### src/mdu_cfg.svh
`ifndef MDU_CFG_SVH
`define MDU_CFG_SVH

// datapath width of operands and of each of hi/lo
`define MDU_WIDTH 32

// register levels in the product path after the operand latch
// anything from 2 to 5 keeps the controller timing intact
`define MUL_STAGES 3

// restoring divider produces one quotient bit per cycle
`define DIV_ITERS `MDU_WIDTH

`endif

### src/mdu_pkg.sv
`include "mdu_cfg.svh"

package mdu_pkg;

    // operation codes seen on the op input
    // NONE means no request this cycle
    typedef enum logic [2:0] {
        NONE  = 3'd0,
        MULT  = 3'd1,
        MULTU = 3'd2,
        DIV   = 3'd3,
        DIVU  = 3'd4,
        MTHI  = 3'd5,
        MTLO  = 3'd6
    } md_op_t;

    // one architectural data word
    typedef logic [`MDU_WIDTH-1:0] word_t;

    // divide view of a unit result
    // remainder sits where hi lives, quotient where lo lives
    typedef struct packed {
        word_t rem;
        word_t quot;
    } div_res_t;

    // one 64-bit unit result, read as a product or as rem/quot
    // both views put hi in the upper half
    typedef union packed {
        logic [2*`MDU_WIDTH-1:0] prod;
        div_res_t                div;
    } hilo_u;

endpackage

### src/md_unit_if.sv
`timescale 1ns/10ps

interface md_unit_if ();
    import mdu_pkg::*;

    // request side, start is a single-cycle strobe
    logic  start;
    logic  is_signed;
    word_t a;
    word_t b;

    // completion side, done pulses once
    // result stays put until the next start
    logic  done;
    hilo_u result;

    modport ctrl (
        output start, is_signed, a, b,
        input  done, result
    );

    modport unit (
        input  start, is_signed, a, b,
        output done, result
    );

endinterface

### src/divider.sv
`timescale 1ns/10ps
`include "mdu_cfg.svh"

module divider (
    input  logic    clk,
    input  logic    rst,
    md_unit_if.unit req,
    input  logic    abort
);
    localparam int W  = `MDU_WIDTH;
    localparam int CW = $clog2(`DIV_ITERS);

    // control
    logic          iter_q;
    logic          fix_q;
    logic          done_q;
    logic [CW-1:0] cnt_q;

    // working registers on magnitudes
    logic [W-1:0]  rem_q;
    logic [W-1:0]  quo_q;
    logic [W-1:0]  dvs_q;
    logic          qneg_q;
    logic          rneg_q;
    logic          dz_q;

    // held result after sign fix
    logic [W-1:0]  res_rem_q;
    logic [W-1:0]  res_quo_q;

    // start-cycle decode
    logic          sign_a;
    logic          sign_b;
    logic [W-1:0]  mag_a;
    logic [W-1:0]  mag_b;

    // one restoring step
    logic [W:0]    shifted;
    logic [W+1:0]  trial;
    logic          fits;

    // signs only count in signed mode
    assign sign_a = req.is_signed & req.a[W-1];
    assign sign_b = req.is_signed & req.b[W-1];
    // most negative value maps to 2**(W-1), which still fits unsigned
    assign mag_a  = sign_a ? -req.a : req.a;
    assign mag_b  = sign_b ? -req.b : req.b;

    // next dividend bit enters the partial remainder
    assign shifted = {rem_q, quo_q[W-1]};
    // extra top bit keeps the borrow visible when shifted overflows W bits
    assign trial   = {1'b0, shifted} - {2'b00, dvs_q};
    assign fits    = !trial[W+1];

    // start loads, then DIV_ITERS steps, then one fix cycle, then done
    always_ff @(posedge clk) begin
        if (rst || abort) begin
            iter_q <= 1'b0;
            fix_q  <= 1'b0;
            done_q <= 1'b0;
            cnt_q  <= '0;
        end else begin
            done_q <= fix_q;
            fix_q  <= iter_q && (cnt_q == '0);
            if (req.start) begin
                iter_q <= 1'b1;
                cnt_q  <= CW'(`DIV_ITERS - 1);
            end else if (iter_q) begin
                cnt_q <= cnt_q - 1'b1;
                if (cnt_q == '0) begin
                    iter_q <= 1'b0;
                end
            end
        end
    end

    always_ff @(posedge clk) begin
        if (req.start) begin
            rem_q  <= '0;
            quo_q  <= mag_a;
            dvs_q  <= mag_b;
            qneg_q <= sign_a ^ sign_b;
            rneg_q <= sign_a;
            dz_q   <= (req.b == '0);
        end else if (iter_q) begin
            // quotient bits shift in as dividend bits shift out
            rem_q <= fits ? trial[W-1:0] : shifted[W-1:0];
            quo_q <= {quo_q[W-2:0], fits};
        end
        if (fix_q) begin
            // zero divisor: every step fits, so rem already equals |a|
            // only the quotient needs forcing
            res_quo_q <= dz_q ? '1 : (qneg_q ? -quo_q : quo_q);
            // remainder follows the dividend sign
            res_rem_q <= rneg_q ? -rem_q : rem_q;
        end
    end

    assign req.done = done_q;

    always_comb begin
        req.result.div.rem  = res_rem_q;
        req.result.div.quot = res_quo_q;
    end

    // controller must not start a second divide mid-loop
    a_no_start_iter: assert property (
        @(posedge clk) disable iff (rst)
        iter_q |-> !req.start
    );

endmodule

### src/hilo_regs.sv
`timescale 1ns/10ps
`include "mdu_cfg.svh"

module hilo_regs (
    input  logic           clk,
    input  logic           rst,
    input  logic           wr_en,
    input  logic           wr_hi_only,
    input  logic           wr_lo_only,
    input  mdu_pkg::hilo_u wr_hilo,
    input  mdu_pkg::word_t mv_data,
    output mdu_pkg::word_t hi,
    output mdu_pkg::word_t lo
);
    localparam int W = `MDU_WIDTH;

    // architectural state, visible after reset as zero
    always_ff @(posedge clk) begin
        if (rst) begin
            hi <= '0;
            lo <= '0;
        end else if (wr_en) begin
            // upper half to hi, lower half to lo, either view
            hi <= wr_hilo.prod[2*W-1:W];
            lo <= wr_hilo.prod[W-1:0];
        end else begin
            // MTHI / MTLO touch one side only
            if (wr_hi_only) begin
                hi <= mv_data;
            end
            if (wr_lo_only) begin
                lo <= mv_data;
            end
        end
    end

    // controller never issues two kinds of write together
    a_one_write: assert property (
        @(posedge clk) disable iff (rst)
        $onehot0({wr_en, wr_hi_only, wr_lo_only})
    );

endmodule

### src/mdu_top.sv
`timescale 1ns/10ps

module mdu_top (
    input  logic            clk,
    input  logic            rst,
    input  logic            flush,
    input  mdu_pkg::md_op_t op,
    input  mdu_pkg::word_t  a,
    input  mdu_pkg::word_t  b,
    output mdu_pkg::word_t  hi,
    output mdu_pkg::word_t  lo,
    output logic            busy
);
    // controller to unit links
    md_unit_if mul_if ();
    md_unit_if div_if ();

    logic           mul_abort;
    logic           div_abort;
    logic           wr_en;
    logic           wr_hi_only;
    logic           wr_lo_only;
    mdu_pkg::hilo_u wr_hilo;

    mult u_ctrl (
        .clk        (clk),
        .rst        (rst),
        .flush      (flush),
        .op         (op),
        .a          (a),
        .b          (b),
        .mul        (mul_if.ctrl),
        .div        (div_if.ctrl),
        .mul_abort  (mul_abort),
        .div_abort  (div_abort),
        .wr_en      (wr_en),
        .wr_hilo    (wr_hilo),
        .wr_hi_only (wr_hi_only),
        .wr_lo_only (wr_lo_only),
        .busy       (busy)
    );

    multiplier u_mul (
        .clk   (clk),
        .rst   (rst),
        .req   (mul_if.unit),
        .abort (mul_abort)
    );

    divider u_div (
        .clk   (clk),
        .rst   (rst),
        .req   (div_if.unit),
        .abort (div_abort)
    );

    // move data comes straight from operand a
    hilo_regs u_hilo (
        .clk        (clk),
        .rst        (rst),
        .wr_en      (wr_en),
        .wr_hi_only (wr_hi_only),
        .wr_lo_only (wr_lo_only),
        .wr_hilo    (wr_hilo),
        .mv_data    (a),
        .hi         (hi),
        .lo         (lo)
    );

endmodule

### src/mult.sv
`timescale 1ns/10ps

module mult (
    input  logic            clk,
    input  logic            rst,
    input  logic            flush,
    input  mdu_pkg::md_op_t op,
    input  mdu_pkg::word_t  a,
    input  mdu_pkg::word_t  b,
    md_unit_if.ctrl         mul,
    md_unit_if.ctrl         div,
    output logic            mul_abort,
    output logic            div_abort,
    output logic            wr_en,
    output mdu_pkg::hilo_u  wr_hilo,
    output logic            wr_hi_only,
    output logic            wr_lo_only,
    output logic            busy
);
    import mdu_pkg::*;

    // two-state FSM
    localparam logic IDLE  = 1'b0;
    localparam logic DOING = 1'b1;

    logic state_q;
    logic state_d;
    // which unit owns the op in flight, 1 for the divider
    logic div_sel_q;
    logic div_sel_d;

    logic accept;
    logic is_mul;
    logic is_div;
    logic unit_done;

    // op only counts while idle, a flush cycle takes nothing
    assign accept = (state_q == IDLE) && !flush;
    assign is_mul = (op == MULT) || (op == MULTU);
    assign is_div = (op == DIV) || (op == DIVU);

    // start strobes last one cycle since the FSM leaves idle at once
    assign mul.start     = accept && is_mul;
    assign mul.is_signed = (op == MULT);
    assign mul.a         = a;
    assign mul.b         = b;

    assign div.start     = accept && is_div;
    assign div.is_signed = (op == DIV);
    assign div.a         = a;
    assign div.b         = b;

    // moves bypass the units and write on the accept edge
    assign wr_hi_only = accept && (op == MTHI);
    assign wr_lo_only = accept && (op == MTLO);

    // completion from the launched unit only
    assign unit_done = div_sel_q ? div.done : mul.done;
    assign wr_en     = (state_q == DOING) && unit_done && !flush;
    assign wr_hilo   = div_sel_q ? div.result : mul.result;

    // flush kills whatever either unit holds
    assign mul_abort = flush;
    assign div_abort = flush;

    assign busy = (state_q == DOING);

    always_comb begin
        state_d   = state_q;
        div_sel_d = div_sel_q;
        case (state_q)
            IDLE: begin
                if (mul.start || div.start) begin
                    state_d   = DOING;
                    div_sel_d = div.start;
                end
            end
            DOING: begin
                if (flush || unit_done) begin
                    state_d = IDLE;
                end
            end
            default: begin
                state_d = IDLE;
            end
        endcase
    end

    always_ff @(posedge clk) begin
        if (rst) begin
            state_q   <= IDLE;
            div_sel_q <= 1'b0;
        end else begin
            state_q   <= state_d;
            div_sel_q <= div_sel_d;
        end
    end

    // a done from the idle unit would mean stray pipeline state
    a_mul_done_owned: assert property (
        @(posedge clk) disable iff (rst)
        mul.done |-> busy && !div_sel_q
    );

    a_div_done_owned: assert property (
        @(posedge clk) disable iff (rst)
        div.done |-> busy && div_sel_q
    );

endmodule

### src/multiplier.sv
`timescale 1ns/10ps
`include "mdu_cfg.svh"

module multiplier (
    input  logic    clk,
    input  logic    rst,
    md_unit_if.unit req,
    input  logic    abort
);
    localparam int W = `MDU_WIDTH;
    localparam int S = `MUL_STAGES;

    // operands widened by one bit so one signed multiply covers both modes
    logic signed [W:0]     a_x;
    logic signed [W:0]     b_x;
    logic signed [W:0]     a_q;
    logic signed [W:0]     b_q;
    logic signed [2*W+1:0] prod_full;

    // product pipe, stage 1 holds the raw multiply output
    logic [2*W-1:0]        prod_q [1:S];

    // bit 0 marks the operand latch, bit i marks product stage i
    logic [S:0]            vld_q;

    // unsigned mode pads with zero, signed mode copies the msb
    assign a_x = {req.is_signed & req.a[W-1], req.a};
    assign b_x = {req.is_signed & req.b[W-1], req.b};

    // the 33x33 product, top two bits are only sign copies
    assign prod_full = a_q * b_q;

    // valid bits shift with the data
    // abort empties the whole pipe
    always_ff @(posedge clk) begin
        if (rst || abort) begin
            vld_q <= '0;
        end else begin
            vld_q <= {vld_q[S-1:0], req.start};
        end
    end

    // data moves only behind a valid bit so the last stage holds its value
    always_ff @(posedge clk) begin
        if (req.start) begin
            a_q <= a_x;
            b_q <= b_x;
        end
        if (vld_q[0]) begin
            prod_q[1] <= prod_full[2*W-1:0];
        end
        // remaining stages give retiming room for the multiply
        for (int i = 2; i <= S; i++) begin
            if (vld_q[i-1]) begin
                prod_q[i] <= prod_q[i-1];
            end
        end
    end

    assign req.done        = vld_q[S];
    assign req.result.prod = prod_q[S];

    // every done traces back to a start through latch plus all stages
    a_done_has_start: assert property (
        @(posedge clk) disable iff (rst)
        req.done |-> $past(req.start, S + 1)
    );

endmodule
### config.mk
export PLATFORM = sky130hd
export DESIGN_NAME = mdu_top
export DESIGN_NICKNAME = d
export VERILOG_FILES = /design/src/mdu_pkg.sv /design/src/md_unit_if.sv /design/src/divider.sv /design/src/hilo_regs.sv /design/src/mdu_top.sv /design/src/mult.sv /design/src/multiplier.sv
export VERILOG_INCLUDE_DIRS = /design/src
export SDC_FILE = /design/constraint.sdc
export NUM_CORES = 2
export LEC_CHECK = 0
export ABC_CLOCK_PERIOD_IN_PS = 9510
export BUFFER_PORTS_ARGS = -buffer_cell sky130_fd_sc_hd__buf_2
export CAP_MARGIN = 20
export CORE_ASPECT_RATIO = 0.8
export CORE_UTILIZATION = 66
export CTS_CLUSTER_DIAMETER = 100
export DETAILED_ROUTE_END_ITERATION = 10
export PLACE_DENSITY = 0.89
export SLEW_MARGIN = 30
export SYNTH_ARGS = -nofsm -noshare
export SYNTH_HDL_FRONTEND = slang
export SYNTH_SLANG_ARGS = --single-unit
### constraint.sdc
create_clock -name clk -period 9.51 [get_ports clk]
set_clock_uncertainty 0.2 [all_clocks]
set_input_delay 2.3775 -clock clk [delete_from_list [all_inputs] [get_ports clk]]
set_output_delay 2.3775 -clock clk [all_outputs]
set_load 0.1 [all_outputs]
---- Yosys cells after proc, flatten, opt, wreduce, memory -nomap -nowiden ----
Memories as Yosys holds them, arrays and structs flattened.
Cells that the tools add are included.
Widths: inputs -> output; s select.
cells by class
  reductions and logical operators ........ 21
  add/sub/neg operators ................... 6
  multiplexer cells ....................... 27
  multipliers ............................. 1
  bitwise operators ....................... 6
  eq/ne operators ......................... 6
operators with widths
  kind                 count
  $mux 32              11
  $neg 32->32          4
  $mul 33x33->64       1
  $mux 64              1
  $sub 33x32->34       1
  $logic_not 32->1     1
  $mux 1               12
  $mux 5               2
  $eq 3x3->1 const B   3
  $logic_and 1x1->1    8
  $eq 3x2->1 const B   2
  $reduce_bool 2->1    3
  $logic_not 5->1      1
  $logic_or 1x1->1     5
  $sub 5x1->5 const B  1
  $and 1x1->1          4
  $eq 3x1->1 const B   1
  $logic_not 1->1      2
  $pmux 1 s2           1
  $reduce_and 2->1     1
  $not 1->1            1
  $xor 1x1->1          1
storage, ports and cells
  flip-flop bits (word level) ............. 307
  output and inout bits ................... 65
  input port bits ......................... 70
  memory bits (writable) .................. 192
  word-level logic and storage cells ...... 87
  memories kept ........................... 1
memory list
  name          words  width  rd ports  clocked after memory_dff  write ports  line              RTL
  u_mul.prod_q  3      64     3         0                         3            multiplier.sv:21  logic [2*W-1:0] prod_q [1:S];

---- Depth between registers and ports, before layout ----
  depth after elaboration ................. 6
  mapped depth ............................ 29
  gate-level depth less buffers ........... 27

---- Hierarchy ----
A second synthesis with hierarchy kept.
second synthesis, totals
  cells, all modules ...................... 6129
  area total of the unflattened synthesis .. 62458.7 um^2
modules (own cells, without submodules)
  module      seq. area each (um^2)  times used  cells each  area each (um^2)
  multiplier  7827.5                 1           4486        46662.3
  divider     4734.5                 1           1130        10615.2
  hilo_regs   1281.2                 1           285         3229.3
  mult        40.0                   1           228         1951.9

---- Worst setup path before layout ----
Ideal clock, no wire load.
  path kind ............................... register to register
  start point ............................. reg u_mul.a_q[32]
  end point ............................... reg u_mul.prod_q[0][127] (netlist name)
  arrival ................................. 7531 ps
  path slack .............................. 1514 ps
  buffers on the path ..................... 2
  period minus slack after synthesis ...... 7996 ps
  library setup time ...................... 266 ps
  data required time ...................... 9044 ps
  cell stages (with the launch flop) ...... 24
  cells stage by stage .................... edfxtp_1 -> clkbuf_1 -> nand2_1 -> inv_1 -> fa_1 -> fa_1 -> fa_1 -> inv_1 -> fa_1 -> inv_1 -> fa_1 -> fa_1 -> inv_1 -> fa_1 -> fa_1 -> inv_1 -> ha_1 -> clkbuf_1 -> a21o_1 -> a21o_1 -> a221o_1 -> a41o_1 -> nor4_1 -> nor3_1
RTL lines
  what                    line              RTL
  start, declared         multiplier.sv:16  logic signed [W:0] a_q;
  start signal, assigned  multiplier.sv:46  a_q <= a_x;

==> flow_summary.json <==
{
  "netlist_area_sq_mm": 0.0597,
  "initial_core_util": 0.667,
  "crit_start": "u_mul.a_q[27]",
  "crit_slowest_cell": "fa_1",
  "design_area_sq_mm": 0.0638,
  "yosysSeqAreaShare": 0.233,
  "tritoncts": "yes",
  "rows": 98,
  "synth_edf_count": 389,
  "wirelength_mm": 165,
  "drt_iter0_drc": 5191,
  "area_delta_synth_final_pct": 6.87,
  "dieArea_sq_mm": 0.0917,
  "tightest_slew_ns": 1.10,
  "finalSetupViolCount": 0,
  "grt_pass1_vias": 47184,
  "drt_pass1_iterations": 9,
  "cts_made_buffers": 47,
  "postCtsHoldBufs": 0,
  "hpwlAfterDp_mm": 125,
  "path_buf_inv": 5,
  "dp.cells": 6958,
  "worstHoldPathType": "reg2reg",
  "critical_path.top_delay_family": "adder cells",
  "grt_max_degree": 111,
  "path_common_cell": "fa_1",
  "yosys-top-cells-area": "fa_1 38%, edfxtp_1 20%, inv_1 7.0%, and2_1 5.8%, ha_1 5.2%",
  "fillers": 5830,
  "die_w_um": 338,
  "tns_ns": 0,
  "hold_start": "u_mul.prod_q[0][97]",
  "layout-drive-gt1-share": 0.0672,
  "ys_warn_count": 0,
  "synth_top_area_share": 0.378,
  "max-cap-violations": 0,
  "worst_setup_path_start_kind": "flop",
  "clock_sinks": 499,
  "globalRouteTotalUtil": 0.367,
  "h-tree-depth": 2,
  "max_freq_mhz": 109,
  "synth-seq-cells": 499,
  "route.detailed.drc": 0,
  "period_needed_ns": 9.17,
  "routed-via-count": 43838,
  "synthCells": 5812,
  "critical_path_arrival_ns": 9.31,
  "max_slew_margin": 0.269,
  "antenna_found_initial": 1,
  "gp_congestion": 1.04,
  "io_buffer_count": 134,
  "r2r_start": "u_mul.a_q[27]",
  "fp.dieH_um": 271,
  "place_area_sq_mm": 0.0616,
  "yosysTopAreaCell": "fa_1",
  "syn_nets": 7258,
  "status": "completed",
  "coreArea_sq_mm": 0.0895,
  "viasPerCell": 6.18,
  "synthFlopType": "edfxtp_1",
  "maxSlewViolCount": 0,
  "clockBufferDepth": 3,
  "drt-wirelength-per-cell_um": 23.3,
  "finalHoldViolCount": 0,
  "crit_required_ns": 9.65,
  "critPathCaptureType": "flop",
  "crit_type": "reg2reg",
  "avgSynthCellArea_sq_um": 10.3,
  "async_flop_share": 0,
  "grt_pass1_wl_mm": 259,
  "synth.distinct_cells": 65,
  "finalCritPeriodShare": 0.964,
  "final_nets": 7299,
  "final_cells": 7092,
  "ant_nets": 0,
  "rsz0062_at_grt": "false",
  "clk_pin_slew_ns": 0.07,
  "overflow": 0,
  "clk_latency_ns": 0.62,
  "cpPeakStageDelay_ns": 0.66,
  "ioPinCount": 135,
  "worstPathMaxFanout": 28,
  "cts-root-buf": "clkbuf_16"
}
-- area by class of cell --
| cell class | count | area, sq um | area share |
|---|---|---|---|
| sequential | 499 | 13900 | 0.218 |
| timing repair buffer | 291 | 2020 | 0.0316 |
| clock buffer | 60 | 1310 | 0.0205 |
| clock inverter | 27 | 343 | 0.00537 |
| antenna | 1 | 2.50 | 0.0000392 |
| inverter | 1119 | 4200 | 0.0659 |
| multi-input combinational | 3895 | 40500 | 0.635 |
| tap | 1200 | 1500 | 0.0235 |
-- routing by layer --
| layer | up-vias | track usage | part of all wire |
|---|---|---|---|
| met2 | 3073 | 0.582 | 0.47 |
| met3 | 800 | 0.0800 | 0.11 |
| met1 | 21838 | 0.459 | 0.34 |
| met4 | 2 | 0.236 | 0.076 |
| met5 | - | 0 | 0.000067 |
| li1 | 18125 | - | - |
-- worst register-to-register path, delay by kind of cell, from the launching register on --
family | cells | cell delay [ns]
DFF | 1 | 0.61
and+or+nand+nor | 7 | 2.09
buffers and inverters | 5 | 0.63
adders and majority gates | 9 | 4.49
xor gates and xnor gates | 1 | 0.09
AOI/OAI and AO/OA | 3 | 0.80
-- path summary, 6_finish.rpt --
kind / to / slack, ns / cells after the start
min reg2reg: u_mul.prod_q[0][161] / 0.20 / 0
max: u_mul.prod_q[0][122] / 0.34 / 25
max reg2reg: u_mul.prod_q[0][122] / 0.34 / 25
min: u_mul.prod_q[0][161] / 0.20 / 0
-- state kept, by name, indices dropped and copies added, names as in the netlist, 4 cells and up --
name	cells
u_div.cnt_q	5
u_hilo.lo	32
u_div.res_quo_q	32
u_mul.a_q	33
u_mul.vld_q	4
u_hilo.hi	32
u_div.quo_q	32
u_div.dvs_q	32
u_mul.b_q	33
u_div.res_rem_q	32
u_mul.prod_q	192
u_div.rem_q	32
-- cell usage after synthesis, types with 5 or more instances --
library cell     n
nand2b_1        20
xnor2_1        138
nor2b_1        106
nand4_1          9
a21boi_0         6
and3_1          23
a311oi_1         5
o31ai_1         34
or4_1           17
or2_2            5
nor2_1          85
clkbuf_1       291
o21ai_0        129
o211ai_1        10
edfxtp_1       389
nand3_1         30
and2_1         557
inv_1         1118
o21a_1          19
nand2_1        692
buf_1            8
nand3b_1         6
nor4_1           8
a21oi_1        113
dfxtp_1        110
a31oi_1         32
or3_1           14
ha_1           250
o21bai_1        13
a211oi_1       140
fa_1          1126
xor2_1          80
nor3_1          31
mux2i_1         57
a221oi_1         6
o41ai_1         13
a21o_1          60
-- kinds of logic (layout without fill, tap and decap cells) --
family | after synthesis | count (layout) | share of synthesized area
muxes | 59 | 59 | 0.00993
adders and majority gates | 1376 | 1376 | 0.430
DFF | 499 | 499 | 0.233
xor gates and xnor gates | 218 | 218 | 0.0320
and+or+nand+nor | 1621 | 1621 | 0.138
buffers and inverters | 1418 | 1497 | 0.0892
other | 0 | 1 | 0
AOI/OAI and AO/OA | 621 | 621 | 0.0689
-- cell usage in the layout (no fill, tap or decap), types with 106 or more instances in the layout --
cell type  count
and2_1       557
o21ai_0      128
buf_4        134
nor2b_1      106
a211oi_1     140
fa_1        1125
a21oi_1      113
inv_1       1115
buf_2        134
xnor2_1      138
edfxtp_1     389
ha_1         250
nand2_1      691
-- stage by stage --
stage,setup WS (ns),util,hold slack [ns]
global placement,0.456,0.688,0.200
detailed placement,0.305,0.689,0.205
finish,0.340,0.713,0.202
floorplan,1.51,-,0.200
CTS,0.251,0.707,0.218
global route,0.0860,0.713,0.216
-- repair_timing --
item,4_1_cts,5_1_grt
setup buffers,0,36
resized for setup,0,1
endpoints found under the setup margin,0,4
Power is left out: the tool's default activity adds up to more than one toggle a clock period on the data nets, which glitch-free logic cannot reach.
